==> src/hw/rp_defs.svh <==
// shared widths and constants for the fast analog path
// every access is 32 bit; all registers live in byte lane 0
// region field is addr[22:20], so each region spans 1 MiB
`ifndef RP_DEFS_SVH
`define RP_DEFS_SVH

////////////////////
// system bus
`define RP_DATA_W      32        // bus data width
`define RP_ADDR_W      32        // bus address width
`define RP_SEL_W       4         // byte selects
`define RP_REGION_LSB  20        // region field, low bit
`define RP_REGION_MSB  22        // region field, high bit
`define RP_N_REGIONS   8
`define RP_OFFS_W      20        // offset inside one region

////////////////////
// analog path and board io
`define RP_SMP_W       14        // converter resolution
`define RP_EXP_W       8         // expansion port
`define RP_LED_W       8

// fixed id read back from housekeeping offset 0
`define RP_HK_ID       32'h5250_0100

`endif
==> src/hw/analog_pkg.sv <==
// analog side types and the converter code mapping
// converters use negative-slope offset binary
`include "rp_defs.svh"

package analog_pkg;

  typedef logic signed [`RP_SMP_W-1:0] sample_t;  // two's complement
  typedef logic        [`RP_SMP_W-1:0] raw_t;     // converter code

  // per-channel source select
  typedef enum logic [1:0] {
    ROUTE_OFF   = 2'd0,  // drive zero
    ROUTE_ADC_A = 2'd1,
    ROUTE_ADC_B = 2'd2,
    ROUTE_CONST = 2'd3   // channel constant
  } route_e;

  // same bit operation both ways: keep msb, invert the rest
  function automatic logic [`RP_SMP_W-1:0] nsob_flip(input logic [`RP_SMP_W-1:0] v);
    return {v[`RP_SMP_W-1], ~v[`RP_SMP_W-2:0]};
  endfunction

endpackage

==> src/hw/bus_pkg.sv <==
// bus side types: region names and register offsets
// offsets are byte addresses relative to the region base
`include "rp_defs.svh"

package bus_pkg;

  // regions, picked by addr[22:20]
  typedef enum logic [`RP_REGION_MSB-`RP_REGION_LSB:0] {
    REG_HK     = 'd0,  // housekeeping
    REG_ROUTER = 'd1,  // output router
    REG_FREE2  = 'd2,  // unmapped from here on
    REG_FREE3  = 'd3,
    REG_FREE4  = 'd4,
    REG_FREE5  = 'd5,
    REG_FREE6  = 'd6,
    REG_FREE7  = 'd7
  } region_e;

  // housekeeping offsets
  typedef enum logic [`RP_OFFS_W-1:0] {
    ID      = 'h00,  // read only
    LOOP    = 'h04,  // digital loopback flag
    EXP_DIR = 'h10,  // 1 = output
    EXP_OUT = 'h14,
    EXP_IN  = 'h18,  // read only
    LED     = 'h30
  } hk_offs_e;

  // router offsets
  typedef enum logic [`RP_OFFS_W-1:0] {
    ROUTE_A = 'h00,
    ROUTE_B = 'h04,
    CONST_A = 'h08,
    CONST_B = 'h0C
  } rt_offs_e;

endpackage

==> src/hw/sys_bus_if.sv <==
// strobe / acknowledge register bus, one region wide
// master holds addr, wdata, sel and pulses wen or ren one cycle
// slave answers with a one-cycle ack, rdata and err valid with it
`include "rp_defs.svh"

interface sys_bus_if;

  logic [ `RP_OFFS_W-1:0] addr;   // in-region offset only
  logic [ `RP_DATA_W-1:0] wdata;
  logic [  `RP_SEL_W-1:0] sel;    // byte selects
  logic                   wen;    // write strobe
  logic                   ren;    // read strobe
  logic [ `RP_DATA_W-1:0] rdata;
  logic                   err;
  logic                   ack;

  // decoder side
  modport master (output addr, wdata, sel, wen, ren,
                  input  rdata, err, ack);

  // register block side
  modport slave  (input  addr, wdata, sel, wen, ren,
                  output rdata, err, ack);

endinterface

==> src/hw/rp_top.sv <==
// fast analog path top, single adc_clk domain
// DAC data leaves as two parallel 14-bit buses, no DDR stage
// expansion port split into separate in, out and direction buses
`include "rp_defs.svh"

module rp_top (
  input  logic                  adc_clk,
  input  logic                  rst_i,
  // system bus
  input  logic [`RP_ADDR_W-1:0] sys_addr_i,
  input  logic [`RP_DATA_W-1:0] sys_wdata_i,
  input  logic [ `RP_SEL_W-1:0] sys_sel_i,
  input  logic                  sys_wen_i,
  input  logic                  sys_ren_i,
  output logic [`RP_DATA_W-1:0] sys_rdata_o,
  output logic                  sys_err_o,
  output logic                  sys_ack_o,
  // converters
  input  analog_pkg::raw_t      adc_dat_a_i,
  input  analog_pkg::raw_t      adc_dat_b_i,
  output analog_pkg::raw_t      dac_dat_a_o,
  output analog_pkg::raw_t      dac_dat_b_o,
  // board io
  input  logic [ `RP_EXP_W-1:0] exp_dat_i,
  output logic [ `RP_EXP_W-1:0] exp_dat_o,
  output logic [ `RP_EXP_W-1:0] exp_dir_o,  // 1 = drive
  output logic [ `RP_LED_W-1:0] led_o
);

  analog_pkg::sample_t adc_a, adc_b;  // toward router
  analog_pkg::sample_t dac_a, dac_b;  // from router
  logic                digital_loop;

  sys_bus_if hk_bus ();  // region 0
  sys_bus_if rt_bus ();  // region 1

  sys_bus_decoder i_dec (
    .adc_clk, .rst_i,
    .sys_addr_i, .sys_wdata_i, .sys_sel_i, .sys_wen_i, .sys_ren_i,
    .sys_rdata_o, .sys_err_o, .sys_ack_o,
    .hk_bus (hk_bus), .rt_bus (rt_bus)
  );

  housekeeping_regs i_hk (
    .adc_clk, .rst_i, .bus (hk_bus),
    .exp_dat_i, .exp_dat_o, .exp_dir_o, .led_o,
    .digital_loop_o (digital_loop)
  );

  analog_io i_aio (
    .adc_clk, .rst_i, .adc_dat_a_i, .adc_dat_b_i,
    .digital_loop_i (digital_loop),
    .dac_a_i (dac_a), .dac_b_i (dac_b),
    .adc_a_o (adc_a), .adc_b_o (adc_b),
    .dac_dat_a_o, .dac_dat_b_o
  );

  output_router i_rt (
    .adc_clk, .rst_i, .bus (rt_bus),
    .adc_a_i (adc_a), .adc_b_i (adc_b),
    .dac_a_o (dac_a), .dac_b_o (dac_b)
  );

endmodule

==> src/hw/output_router.sv <==
// region 1: per-channel source select toward the DAC
// route field is wdata[1:0], constants are 14-bit signed
// output registered, one cycle from source or register change
`include "rp_defs.svh"

module output_router (
  input  logic                 adc_clk,
  input  logic                 rst_i,
  sys_bus_if.slave             bus,
  input  analog_pkg::sample_t  adc_a_i,
  input  analog_pkg::sample_t  adc_b_i,
  output analog_pkg::sample_t  dac_a_o,
  output analog_pkg::sample_t  dac_b_o
);

  analog_pkg::route_e  route_a, route_b;
  analog_pkg::sample_t const_a, const_b;

  // pick one source for a channel
  function automatic analog_pkg::sample_t pick(input analog_pkg::route_e  r,
                                               input analog_pkg::sample_t c,
                                               input analog_pkg::sample_t a,
                                               input analog_pkg::sample_t b);
    case (r)
      analog_pkg::ROUTE_ADC_A: return a;
      analog_pkg::ROUTE_ADC_B: return b;
      analog_pkg::ROUTE_CONST: return c;
      default:                 return '0;  // off
    endcase
  endfunction

  ////////////////////
  // register file
  always_ff @(posedge adc_clk)
  begin
    if (rst_i)
    begin
      route_a   <= analog_pkg::ROUTE_OFF;
      route_b   <= analog_pkg::ROUTE_OFF;
      const_a   <= '0;
      const_b   <= '0;
      bus.ack   <= 1'b0;
      bus.err   <= 1'b0;
      bus.rdata <= '0;
    end
    else
    begin
      bus.ack <= bus.wen | bus.ren;
      bus.err <= 1'b0;
      if (bus.wen && bus.sel[0])
      begin
        case (bus.addr)
          bus_pkg::ROUTE_A: route_a <= analog_pkg::route_e'(bus.wdata[1:0]);
          bus_pkg::ROUTE_B: route_b <= analog_pkg::route_e'(bus.wdata[1:0]);
          bus_pkg::CONST_A: const_a <= bus.wdata[`RP_SMP_W-1:0];
          bus_pkg::CONST_B: const_b <= bus.wdata[`RP_SMP_W-1:0];
          default: ;
        endcase
      end
      if (bus.wen | bus.ren)
      begin
        case (bus.addr)
          bus_pkg::ROUTE_A: bus.rdata <= {{(`RP_DATA_W-2){1'b0}}, route_a};
          bus_pkg::ROUTE_B: bus.rdata <= {{(`RP_DATA_W-2){1'b0}}, route_b};
          bus_pkg::CONST_A: bus.rdata <= {{(`RP_DATA_W-`RP_SMP_W){const_a[`RP_SMP_W-1]}}, const_a};
          bus_pkg::CONST_B: bus.rdata <= {{(`RP_DATA_W-`RP_SMP_W){const_b[`RP_SMP_W-1]}}, const_b};
          default:
          begin
            bus.rdata <= '0;
            bus.err   <= 1'b1;  // unused offset
          end
        endcase
      end
    end
  end

  ////////////////////
  // sample path, runs every cycle
  always_ff @(posedge adc_clk)
  begin
    if (rst_i)
    begin
      dac_a_o <= '0;
      dac_b_o <= '0;
    end
    else
    begin
      dac_a_o <= pick(route_a, const_a, adc_a_i, adc_b_i);
      dac_b_o <= pick(route_b, const_b, adc_a_i, adc_b_i);
    end
  end

endmodule

==> src/hw/analog_io.sv <==
// ADC capture and DAC output registers with code conversion
// converter codes are negative-slope offset binary, samples signed
// loopback replaces the ADC samples combinationally with DAC samples
`include "rp_defs.svh"

module analog_io (
  input  logic                 adc_clk,
  input  logic                 rst_i,
  input  analog_pkg::raw_t     adc_dat_a_i,
  input  analog_pkg::raw_t     adc_dat_b_i,
  input  logic                 digital_loop_i,
  input  analog_pkg::sample_t  dac_a_i,
  input  analog_pkg::sample_t  dac_b_i,
  output analog_pkg::sample_t  adc_a_o,
  output analog_pkg::sample_t  adc_b_o,
  output analog_pkg::raw_t     dac_dat_a_o,
  output analog_pkg::raw_t     dac_dat_b_o
);

  analog_pkg::raw_t adc_dat_a;  // input register, ch a
  analog_pkg::raw_t adc_dat_b;  // input register, ch b

  ////////////////////
  // ADC side
  always_ff @(posedge adc_clk)
  begin
    adc_dat_a <= adc_dat_a_i;  // sampled every cycle
    adc_dat_b <= adc_dat_b_i;
  end

  // code to sample, or loop the DAC path back in
  assign adc_a_o = digital_loop_i ? dac_a_i
                                  : analog_pkg::sample_t'(analog_pkg::nsob_flip(adc_dat_a));
  assign adc_b_o = digital_loop_i ? dac_b_i
                                  : analog_pkg::sample_t'(analog_pkg::nsob_flip(adc_dat_b));

  ////////////////////
  // DAC side
  always_ff @(posedge adc_clk)
  begin
    if (rst_i)
    begin
      dac_dat_a_o <= {1'b0, {(`RP_SMP_W-1){1'b1}}};  // mid-scale, sample 0
      dac_dat_b_o <= {1'b0, {(`RP_SMP_W-1){1'b1}}};
    end
    else
    begin
      dac_dat_a_o <= analog_pkg::raw_t'(analog_pkg::nsob_flip(dac_a_i));
      dac_dat_b_o <= analog_pkg::raw_t'(analog_pkg::nsob_flip(dac_b_i));
    end
  end

endmodule

==> src/hw/housekeeping_regs.sv <==
// region 0: id, digital loopback, expansion port and leds
// writes need sel[0]; ID and EXP_IN ignore writes
// unknown offsets ack with err set and rdata 0
`include "rp_defs.svh"

module housekeeping_regs (
  input  logic                 adc_clk,
  input  logic                 rst_i,
  sys_bus_if.slave             bus,
  input  logic [`RP_EXP_W-1:0] exp_dat_i,
  output logic [`RP_EXP_W-1:0] exp_dat_o,
  output logic [`RP_EXP_W-1:0] exp_dir_o,
  output logic [`RP_LED_W-1:0] led_o,
  output logic                 digital_loop_o
);

  logic strobe;  // any access this cycle

  assign strobe = bus.wen | bus.ren;

  always_ff @(posedge adc_clk)
  begin
    if (rst_i)
    begin
      digital_loop_o <= 1'b0;
      exp_dir_o      <= '0;  // all inputs after reset
      exp_dat_o      <= '0;
      led_o          <= '0;
      bus.ack        <= 1'b0;
      bus.err        <= 1'b0;
      bus.rdata      <= '0;
    end
    else
    begin
      bus.ack <= strobe;  // single-cycle answer
      bus.err <= 1'b0;

      ////////////////////
      // write, lane 0 only
      if (bus.wen && bus.sel[0])
      begin
        case (bus.addr)
          bus_pkg::LOOP:    digital_loop_o <= bus.wdata[0];
          bus_pkg::EXP_DIR: exp_dir_o      <= bus.wdata[`RP_EXP_W-1:0];
          bus_pkg::EXP_OUT: exp_dat_o      <= bus.wdata[`RP_EXP_W-1:0];
          bus_pkg::LED:     led_o          <= bus.wdata[`RP_LED_W-1:0];
          default: ;  // read only or unused
        endcase
      end

      ////////////////////
      // read back, also on writes
      if (strobe)
      begin
        case (bus.addr)
          bus_pkg::ID:      bus.rdata <= `RP_HK_ID;
          bus_pkg::LOOP:    bus.rdata <= {{(`RP_DATA_W-1){1'b0}}, digital_loop_o};
          bus_pkg::EXP_DIR: bus.rdata <= {{(`RP_DATA_W-`RP_EXP_W){1'b0}}, exp_dir_o};
          bus_pkg::EXP_OUT: bus.rdata <= {{(`RP_DATA_W-`RP_EXP_W){1'b0}}, exp_dat_o};
          bus_pkg::EXP_IN:  bus.rdata <= {{(`RP_DATA_W-`RP_EXP_W){1'b0}}, exp_dat_i};
          bus_pkg::LED:     bus.rdata <= {{(`RP_DATA_W-`RP_LED_W){1'b0}}, led_o};
          default:
          begin
            bus.rdata <= '0;
            bus.err   <= 1'b1;  // no register here
          end
        endcase
      end
    end
  end

endmodule

==> src/hw/sys_bus_decoder.sv <==
// splits the system bus into eight 1 MiB regions on addr[22:20]
// only regions 0 and 1 have slaves; the rest ack with zero data
// one outstanding access, address held until ack
`include "rp_defs.svh"

module sys_bus_decoder (
  input  logic                  adc_clk,
  input  logic                  rst_i,
  input  logic [`RP_ADDR_W-1:0] sys_addr_i,
  input  logic [`RP_DATA_W-1:0] sys_wdata_i,
  input  logic [ `RP_SEL_W-1:0] sys_sel_i,
  input  logic                  sys_wen_i,
  input  logic                  sys_ren_i,
  output logic [`RP_DATA_W-1:0] sys_rdata_o,
  output logic                  sys_err_o,
  output logic                  sys_ack_o,
  sys_bus_if.master             hk_bus,
  sys_bus_if.master             rt_bus
);

  bus_pkg::region_e region;
  logic             mapped;   // region has a slave
  logic             unm_ack;  // ack for unmapped regions

  assign region = bus_pkg::region_e'(sys_addr_i[`RP_REGION_MSB:`RP_REGION_LSB]);
  assign mapped = (region == bus_pkg::REG_HK) || (region == bus_pkg::REG_ROUTER);

  ////////////////////
  // request side, offset and data shared
  assign hk_bus.addr  = sys_addr_i[`RP_OFFS_W-1:0];
  assign hk_bus.wdata = sys_wdata_i;
  assign hk_bus.sel   = sys_sel_i;
  assign hk_bus.wen   = sys_wen_i & (region == bus_pkg::REG_HK);  // gated strobes
  assign hk_bus.ren   = sys_ren_i & (region == bus_pkg::REG_HK);

  assign rt_bus.addr  = sys_addr_i[`RP_OFFS_W-1:0];
  assign rt_bus.wdata = sys_wdata_i;
  assign rt_bus.sel   = sys_sel_i;
  assign rt_bus.wen   = sys_wen_i & (region == bus_pkg::REG_ROUTER);
  assign rt_bus.ren   = sys_ren_i & (region == bus_pkg::REG_ROUTER);

  // empty regions answer one cycle after the strobe
  always_ff @(posedge adc_clk)
  begin
    if (rst_i)
      unm_ack <= 1'b0;
    else
      unm_ack <= (sys_wen_i | sys_ren_i) & ~mapped;
  end

  ////////////////////
  // response mux, address still stable here
  always_comb
  begin
    case (region)
      bus_pkg::REG_HK:
      begin
        sys_rdata_o = hk_bus.rdata;
        sys_err_o   = hk_bus.err;
        sys_ack_o   = hk_bus.ack;
      end
      bus_pkg::REG_ROUTER:
      begin
        sys_rdata_o = rt_bus.rdata;
        sys_err_o   = rt_bus.err;
        sys_ack_o   = rt_bus.ack;
      end
      default:
      begin
        sys_rdata_o = '0;       // nothing behind it
        sys_err_o   = 1'b0;
        sys_ack_o   = unm_ack;
      end
    endcase
  end

endmodule

==> config.mk <==
export PLATFORM = sky130hd
export DESIGN_NAME = rp_top
export DESIGN_NICKNAME = d
export VERILOG_FILES = /design/src/hw/analog_pkg.sv /design/src/hw/bus_pkg.sv /design/src/hw/sys_bus_if.sv /design/src/hw/rp_top.sv /design/src/hw/output_router.sv /design/src/hw/analog_io.sv /design/src/hw/housekeeping_regs.sv /design/src/hw/sys_bus_decoder.sv
export VERILOG_INCLUDE_DIRS = /design/src /design/src/hw
export SDC_FILE = /design/constraint.sdc
export NUM_CORES = 1
export LEC_CHECK = 0
export BUFFER_PORTS_ARGS = -buffer_cell sky130_fd_sc_hd__buf_4
export CAP_MARGIN = 10
export CORE_UTILIZATION = 40
export DETAILED_ROUTE_END_ITERATION = 10
export HOLD_SLACK_MARGIN = 0.1
export PLACE_DENSITY_LB_ADDON = 0.08
export SETUP_SLACK_MARGIN = 0.05
export SYNTH_ARGS = -nofsm -noshare
export SYNTH_HDL_FRONTEND = slang
export SYNTH_SLANG_ARGS = --single-unit
==> constraint.sdc <==
create_clock -name adc_clk -period 1.6 [get_ports adc_clk]
set_input_delay 0.08 -clock adc_clk [delete_from_list [all_inputs] [get_ports adc_clk]]
set_output_delay 0.08 -clock adc_clk [all_outputs]
set_load 0.01 [all_outputs]
==> out/metrics.csv, run 1 <==
metric,value,unit
critical-path-max-stage-delay,670,ps
final-setup-viol-count,0,
hp-class,input pin to register,
rows,47,
grt_pass1_vias,5832,
final_max_slew_viol_count,0,
clock_skew,8.21,ps
clock_latency,430,ps
cts_buffer_depth,2,
synth_nets,837,
synth-seq-cells,169,
rr_endpoint,i_hk.bus.rdata[5],
grt_overflow_total,0,
r2r_cells,3,
synthFlopType,dfxtp_1,
vias,5939,
drt-pass1-iter-count,5,
final_nets,1061,
synth_area_per_cell,9.43,um2
coreArea,0.0167,mm2
wl_per_cell,15.8,um
regArea,0.00338,mm2
antenna_found_initial,0,
start_kind,register,
async_flop_share,0,
die_w,133,um
io_pins,194,
synthTopCellsByCount,"dfxtp_1 (169), mux2i_1 (90), nor2_1 (85)",
numCtsBuffers,17,
yosysSeqAreaShare,0.492,
max-cap-violations,0,
dp_hpwl,13600,um
clockRootBuffer,clkbuf_16,
synth_top_cell_area_share,0.492,
cp_cell_sequence,"mux2_2, a222oi_1, o21ai_0",
drt-vias-per-instance,5.01,
drc,0,
highest_layer,met4,
cts_tree,yes,
die_y,133,um
fillCellCount,1534,
multi_input_area,0.00308,mm2
yosysUniqueCellTypes,48,
critPathLaunch,i_hk.exp_dir_o[5],
slowest_stage,a222oi_1,
ant_nets,0,
finalCriticalPeriod,1550,ps
fin_area,0.00966,mm2
cellPowerDensity,935,mW/mm2
ir_drop,634,uV
critPathCapture,i_hk.bus.rdata[5],
drt_iter0_markers,387,
drive_above_1_share,0.294,
whs,135,ps
routabilityCongestion,0.875,
syn2layout_area_growth,40.5,%
synth_top_area_cell,dfxtp_1,
wl_met2,9350,um
clock-sinks,169,
r2r_slack,50,ps
path_depth,3,
crit_family,compound AO/OA/AOI/OAI gates,
synth_edf_count,0,
diodes,0,
grt_pass1_wl,29600,um
initial_utilization,0.412,
status,"finished, final reports clean",
utilization,0.579,
worst_slew_pin_slew,754,ps
numPortBuffers,163,
ys.warnings.count,0,
htreeDepth,4,
crit_type,register to register,
rsz0062_at_grt,false,
hold_viol,0,
synth_area_leaders,"dfxtp_1 (49%), mux2i_1 (13%), nor2_1 (4.6%)",
worstPathArrival,1830,ps
required,1880,ps
tns,0,ps
clkTransAtPathRegs,70,ps
final.period_utilization,0.968,
wl_met3,997,um
placed_cell_area,0.00859,mm2
leakagePower,3.97,nW
cp_max_fo,3,
die_area,0.0177,mm2
slew_headroom,0.497,
fmax,646,MHz
worst-path-buf-inv,0,
drt-met1-wl,8140,um
grt_max_degree,94,
synthCells,729,
drt-total-wl,18700,um
p_total,9.04,mW
grt.total_usage,0.216,
syn_area,0.00688,mm2
yosysMostFrequentCell,dfxtp_1,
end_kind,register,
r2r_start,i_hk.exp_dir_o[5],
per-stage QoR:
stage	cells	setup WS (ps)
6_report	1186	51.3
5_1_grt	1186	56.7
3_5_place_dp	1108	-236
4_1_cts	1186	60.0
3_3_place_gp	1108	-220
2_1_floorplan	729	-152
worst reg2reg max path, delay by kind of cell, from the launching register on:
family | cells | cell delay, ps
AO/OA/AOI/OAI | 2 | 810
multiplexers | 1 | 270
flip-flops | 1 | 330
power by group:
part	total [mW]	internal, mW	switching, mW
Combinational	0.574	0.313	0.260
Clock	4.20	2.54	1.66
Sequential	4.26	4.25	0.0116
cell type report:
| type | count | share of cell area |
|---|---|---|
| repair buffers | 269 | 0.230 |
| multi-input cells | 471 | 0.319 |
| flip-flops and latches | 169 | 0.350 |
| inverters | 25 | 0.00971 |
| clock inverters | 10 | 0.0146 |
| well taps | 220 | 0.0285 |
| clock buffers | 22 | 0.0480 |
flip-flops by register name (all words and copies together) (netlist names), 8 cells and up:
| signal | count |
|---|---|
| i_hk.exp_dir_o | 8 |
| i_aio.adc_dat_a | 14 |
| i_rt.dac_a_o | 14 |
| i_aio.adc_dat_b | 14 |
| i_hk.led_o | 8 |
| i_aio.dac_dat_b_o | 14 |
| i_hk.exp_dat_o | 8 |
| i_rt.dac_b_o | 14 |
| i_rt.bus.rdata | 14 |
| i_rt.const_a | 14 |
| i_hk.bus.rdata | 9 |
| i_rt.const_b | 14 |
| i_aio.dac_dat_a_o | 14 |
worst min-delay path by stage:
stage,to,start,cells past startpoint,slack (ps)
2_1_floorplan,i_aio.adc_dat_a[0],adc_dat_a_i[0],0,110
3_3_place_gp,i_aio.adc_dat_a[1],adc_dat_a_i[1],1,190
3_5_place_dp,i_aio.adc_dat_b[3],adc_dat_b_i[3],1,190
4_1_cts,i_hk.bus.rdata[28],sys_addr_i[2],5,120
5_1_grt,i_hk.bus.rdata[28],sys_addr_i[2],5,150
6_report,i_hk.bus.rdata[28],sys_addr_i[2],5,140
metal layers:
layer,vias to the layer above,track usage
li1,2912,-
met1,2848,0.263
met2,164,0.373
met3,15,0.0582
met4,0,0.0587
met5,-,0
what timing repair did:
item	CTS	global route
setup endpoints to repair	0	19
hold endpoints to repair	89	0
gates resized for setup	0	2
buffers inserted	0	0
hold buffers	46	0
placed cells by master (no fill, tap or decap), drive strengths merged, types with 26 or more instances in the layout:
cell and count:
buf 223, inv 26, nand2 84, dlygate4sd3 46
dfxtp 169, o21ai 47, a22oi 27, nor2 85
nand2b 34, mux2i 90
cell families (layout without fill, tap and decap cells):
logic type | Yosys count | in the layout | synth area share
mux | 99 | 99 | 0.149
simple gates | 259 | 259 | 0.192
buf+inv | 89 | 326 | 0.0628
compound gates | 113 | 113 | 0.104
flops | 169 | 169 | 0.492
No activity file was read; power rests on OpenSTA's default activity.
==> run 2: changes to the inputs <==
- GPL_TIMING_DRIVEN: unset -> 0
==> run 2 against run 1 <==
Effect of this change:
- critical path type is now input pin to register
- non-clock buffer count is 14 higher
- clock power is 9.5% lower
- via count grew 2.7%
- sequential cell count is the same
- highest routed layer is now met5
- fmax is 1.5% higher
- wire length grew 8.7%
- worst hold slack got worse by 110 ps
==> out/metrics.csv, run 2 (synthesized netlist as in run 1, its figures left out) <==
metric,value,unit
finalCriticalPeriod,1530,ps
dp_hpwl,14900,um
cp_max_fo,5,
clock_skew,8.31,ps
hold_viol,0,
rows,47,
final_max_slew_viol_count,0,
numCtsBuffers,17,
cts_buffer_depth,2,
clock_latency,430,ps
ir_drop,803,uV
drive_above_1_share,0.293,
grt_pass1_vias,6105,
initial_utilization,0.412,
coreArea,0.0167,mm2
worst_slew_pin_slew,835,ps
leakagePower,3.98,nW
grt_max_degree,17,
start_kind,input pin,
end_kind,register,
layout_commonest_cell,buf_4,
io_pins,194,
required,1900,ps
drc,0,
drt-total-wl,20300,um
drt_iter0_markers,370,
p_total,8.63,mW
crit_type,input pin to register,
clkTransAtPathRegs,60,ps
ant_nets,0,
numPortBuffers,161,
final_cell_mix,"buf_4 (191), dfxtp_1 (168), mux2i_1 (88)",
htreeDepth,4,
fmax,655,MHz
pre_cts_ws,-628,ps
wl_per_cell,16.9,um
die_area,0.0177,mm2
worstPathArrival,1830,ps
cellPowerDensity,894,mW/mm2
rsz0062_at_grt,true,
die_y,133,um
slew_headroom,0.443,
routabilityCongestion,0.858,
vias,6101,
syn2layout_area_growth,40.4,%
final-setup-viol-count,0,
final.period_utilization,0.954,
antenna_found_initial,2,
cts_tree,yes,
max-cap-violations,0,
drt-pass1-iter-count,5,
status,"finished, final reports clean",
final_nets,1076,
clockRootBuffer,clkbuf_16,
die_w,133,um
fillCellCount,1532,
grt.total_usage,0.232,
r2r_slack,110,ps
drt-vias-per-instance,5.08,
grt_pass1_wl,31200,um
clock-sinks,169,
fin_ws,73.6,ps
whs,21.8,ps
grt_overflow_total,0,
hp-class,input pin to register,
run 2: cell count changes in the layout (fill, tap and decap cells not counted), moves of 5 or more:
cell / change
buf_2: +6
buf_4: -25
clkbuf_1: +19
clkbuf_2: +9
clkinv_4: +5
run 2: report_power, final:
| part | leakage, nW | total (mW) | internal [mW] | switching, mW |
|---|---|---|---|---|
| logic | 2.34 | 0.563 | 0.288 | 0.275 |
| registers | 1.37 | 4.26 | 4.25 | 0.0132 |
| clock network | 0.263 | 3.80 | 2.08 | 1.72 |
run 2: final cells by class:
type | instances | area [um2] | area share
clock inverters | 12 | 93.8 | 0.00972
flip-flops and latches | 169 | 3380 | 0.351
well taps | 220 | 275 | 0.0285
multi-input cells | 472 | 3140 | 0.325
diodes | 1 | 2.50 | 0.000259
clock buffers | 20 | 457 | 0.0473
repair buffers | 222 | 1830 | 0.190
inverters | 25 | 93.8 | 0.00972
plain buffers | 61 | 374 | 0.0388
run 2: stage by stage:
stage          std cells  setup TNS, ps  utilization  instance area (um2)
3_3_place_gp        1110         -46060        0.502                 8390
6_report            1202              0        0.578                 9650
2_1_floorplan        729          -3190            -                 6900
4_1_cts             1194              0        0.571                 9530
3_5_place_dp        1110         -49010        0.502                 8390
5_1_grt             1201              0        0.578                 9650
run 2: path summary, 6_finish.rpt:
| kind | from | endpoint | depth (start not counted) |
|---|---|---|---|
| max | sys_addr_i[18] | i_rt.const_a[10] | 8 |
| min | rst_i | i_rt.bus.rdata[2] | 4 |
| max reg2reg | i_rt.route_a[0] | i_rt.dac_a_o[10] | 5 |
| min reg2reg | i_rt.dac_b_o[6] | i_aio.dac_dat_b_o[6] | 1 |
run 2: worst max-delay path: stages:
cell and delay (ps):
buf_4 120, or4_4 570, nor4b_4 260, buf_6 160, nand4b_4 200, clkbuf_16 230
mux2i_1 150, nor2_1 50
run 2: timing repair:
item,CTS,global route
endpoints found under the hold margin,92,3
gates cloned,1,1
resized for setup,25,16
buffers inserted,6,7
hold buffers,46,1
pin swaps,4,8
endpoints found under the setup margin,114,73
run 2: layer usage:
metal	GRT usage	wire length, um	vias to the layer above
li1	-	-	2965
met1	0.274	8640	2896
met2	0.390	9990	200
met3	0.0708	1260	38
met4	0.0953	435	2
met5	0	13	-
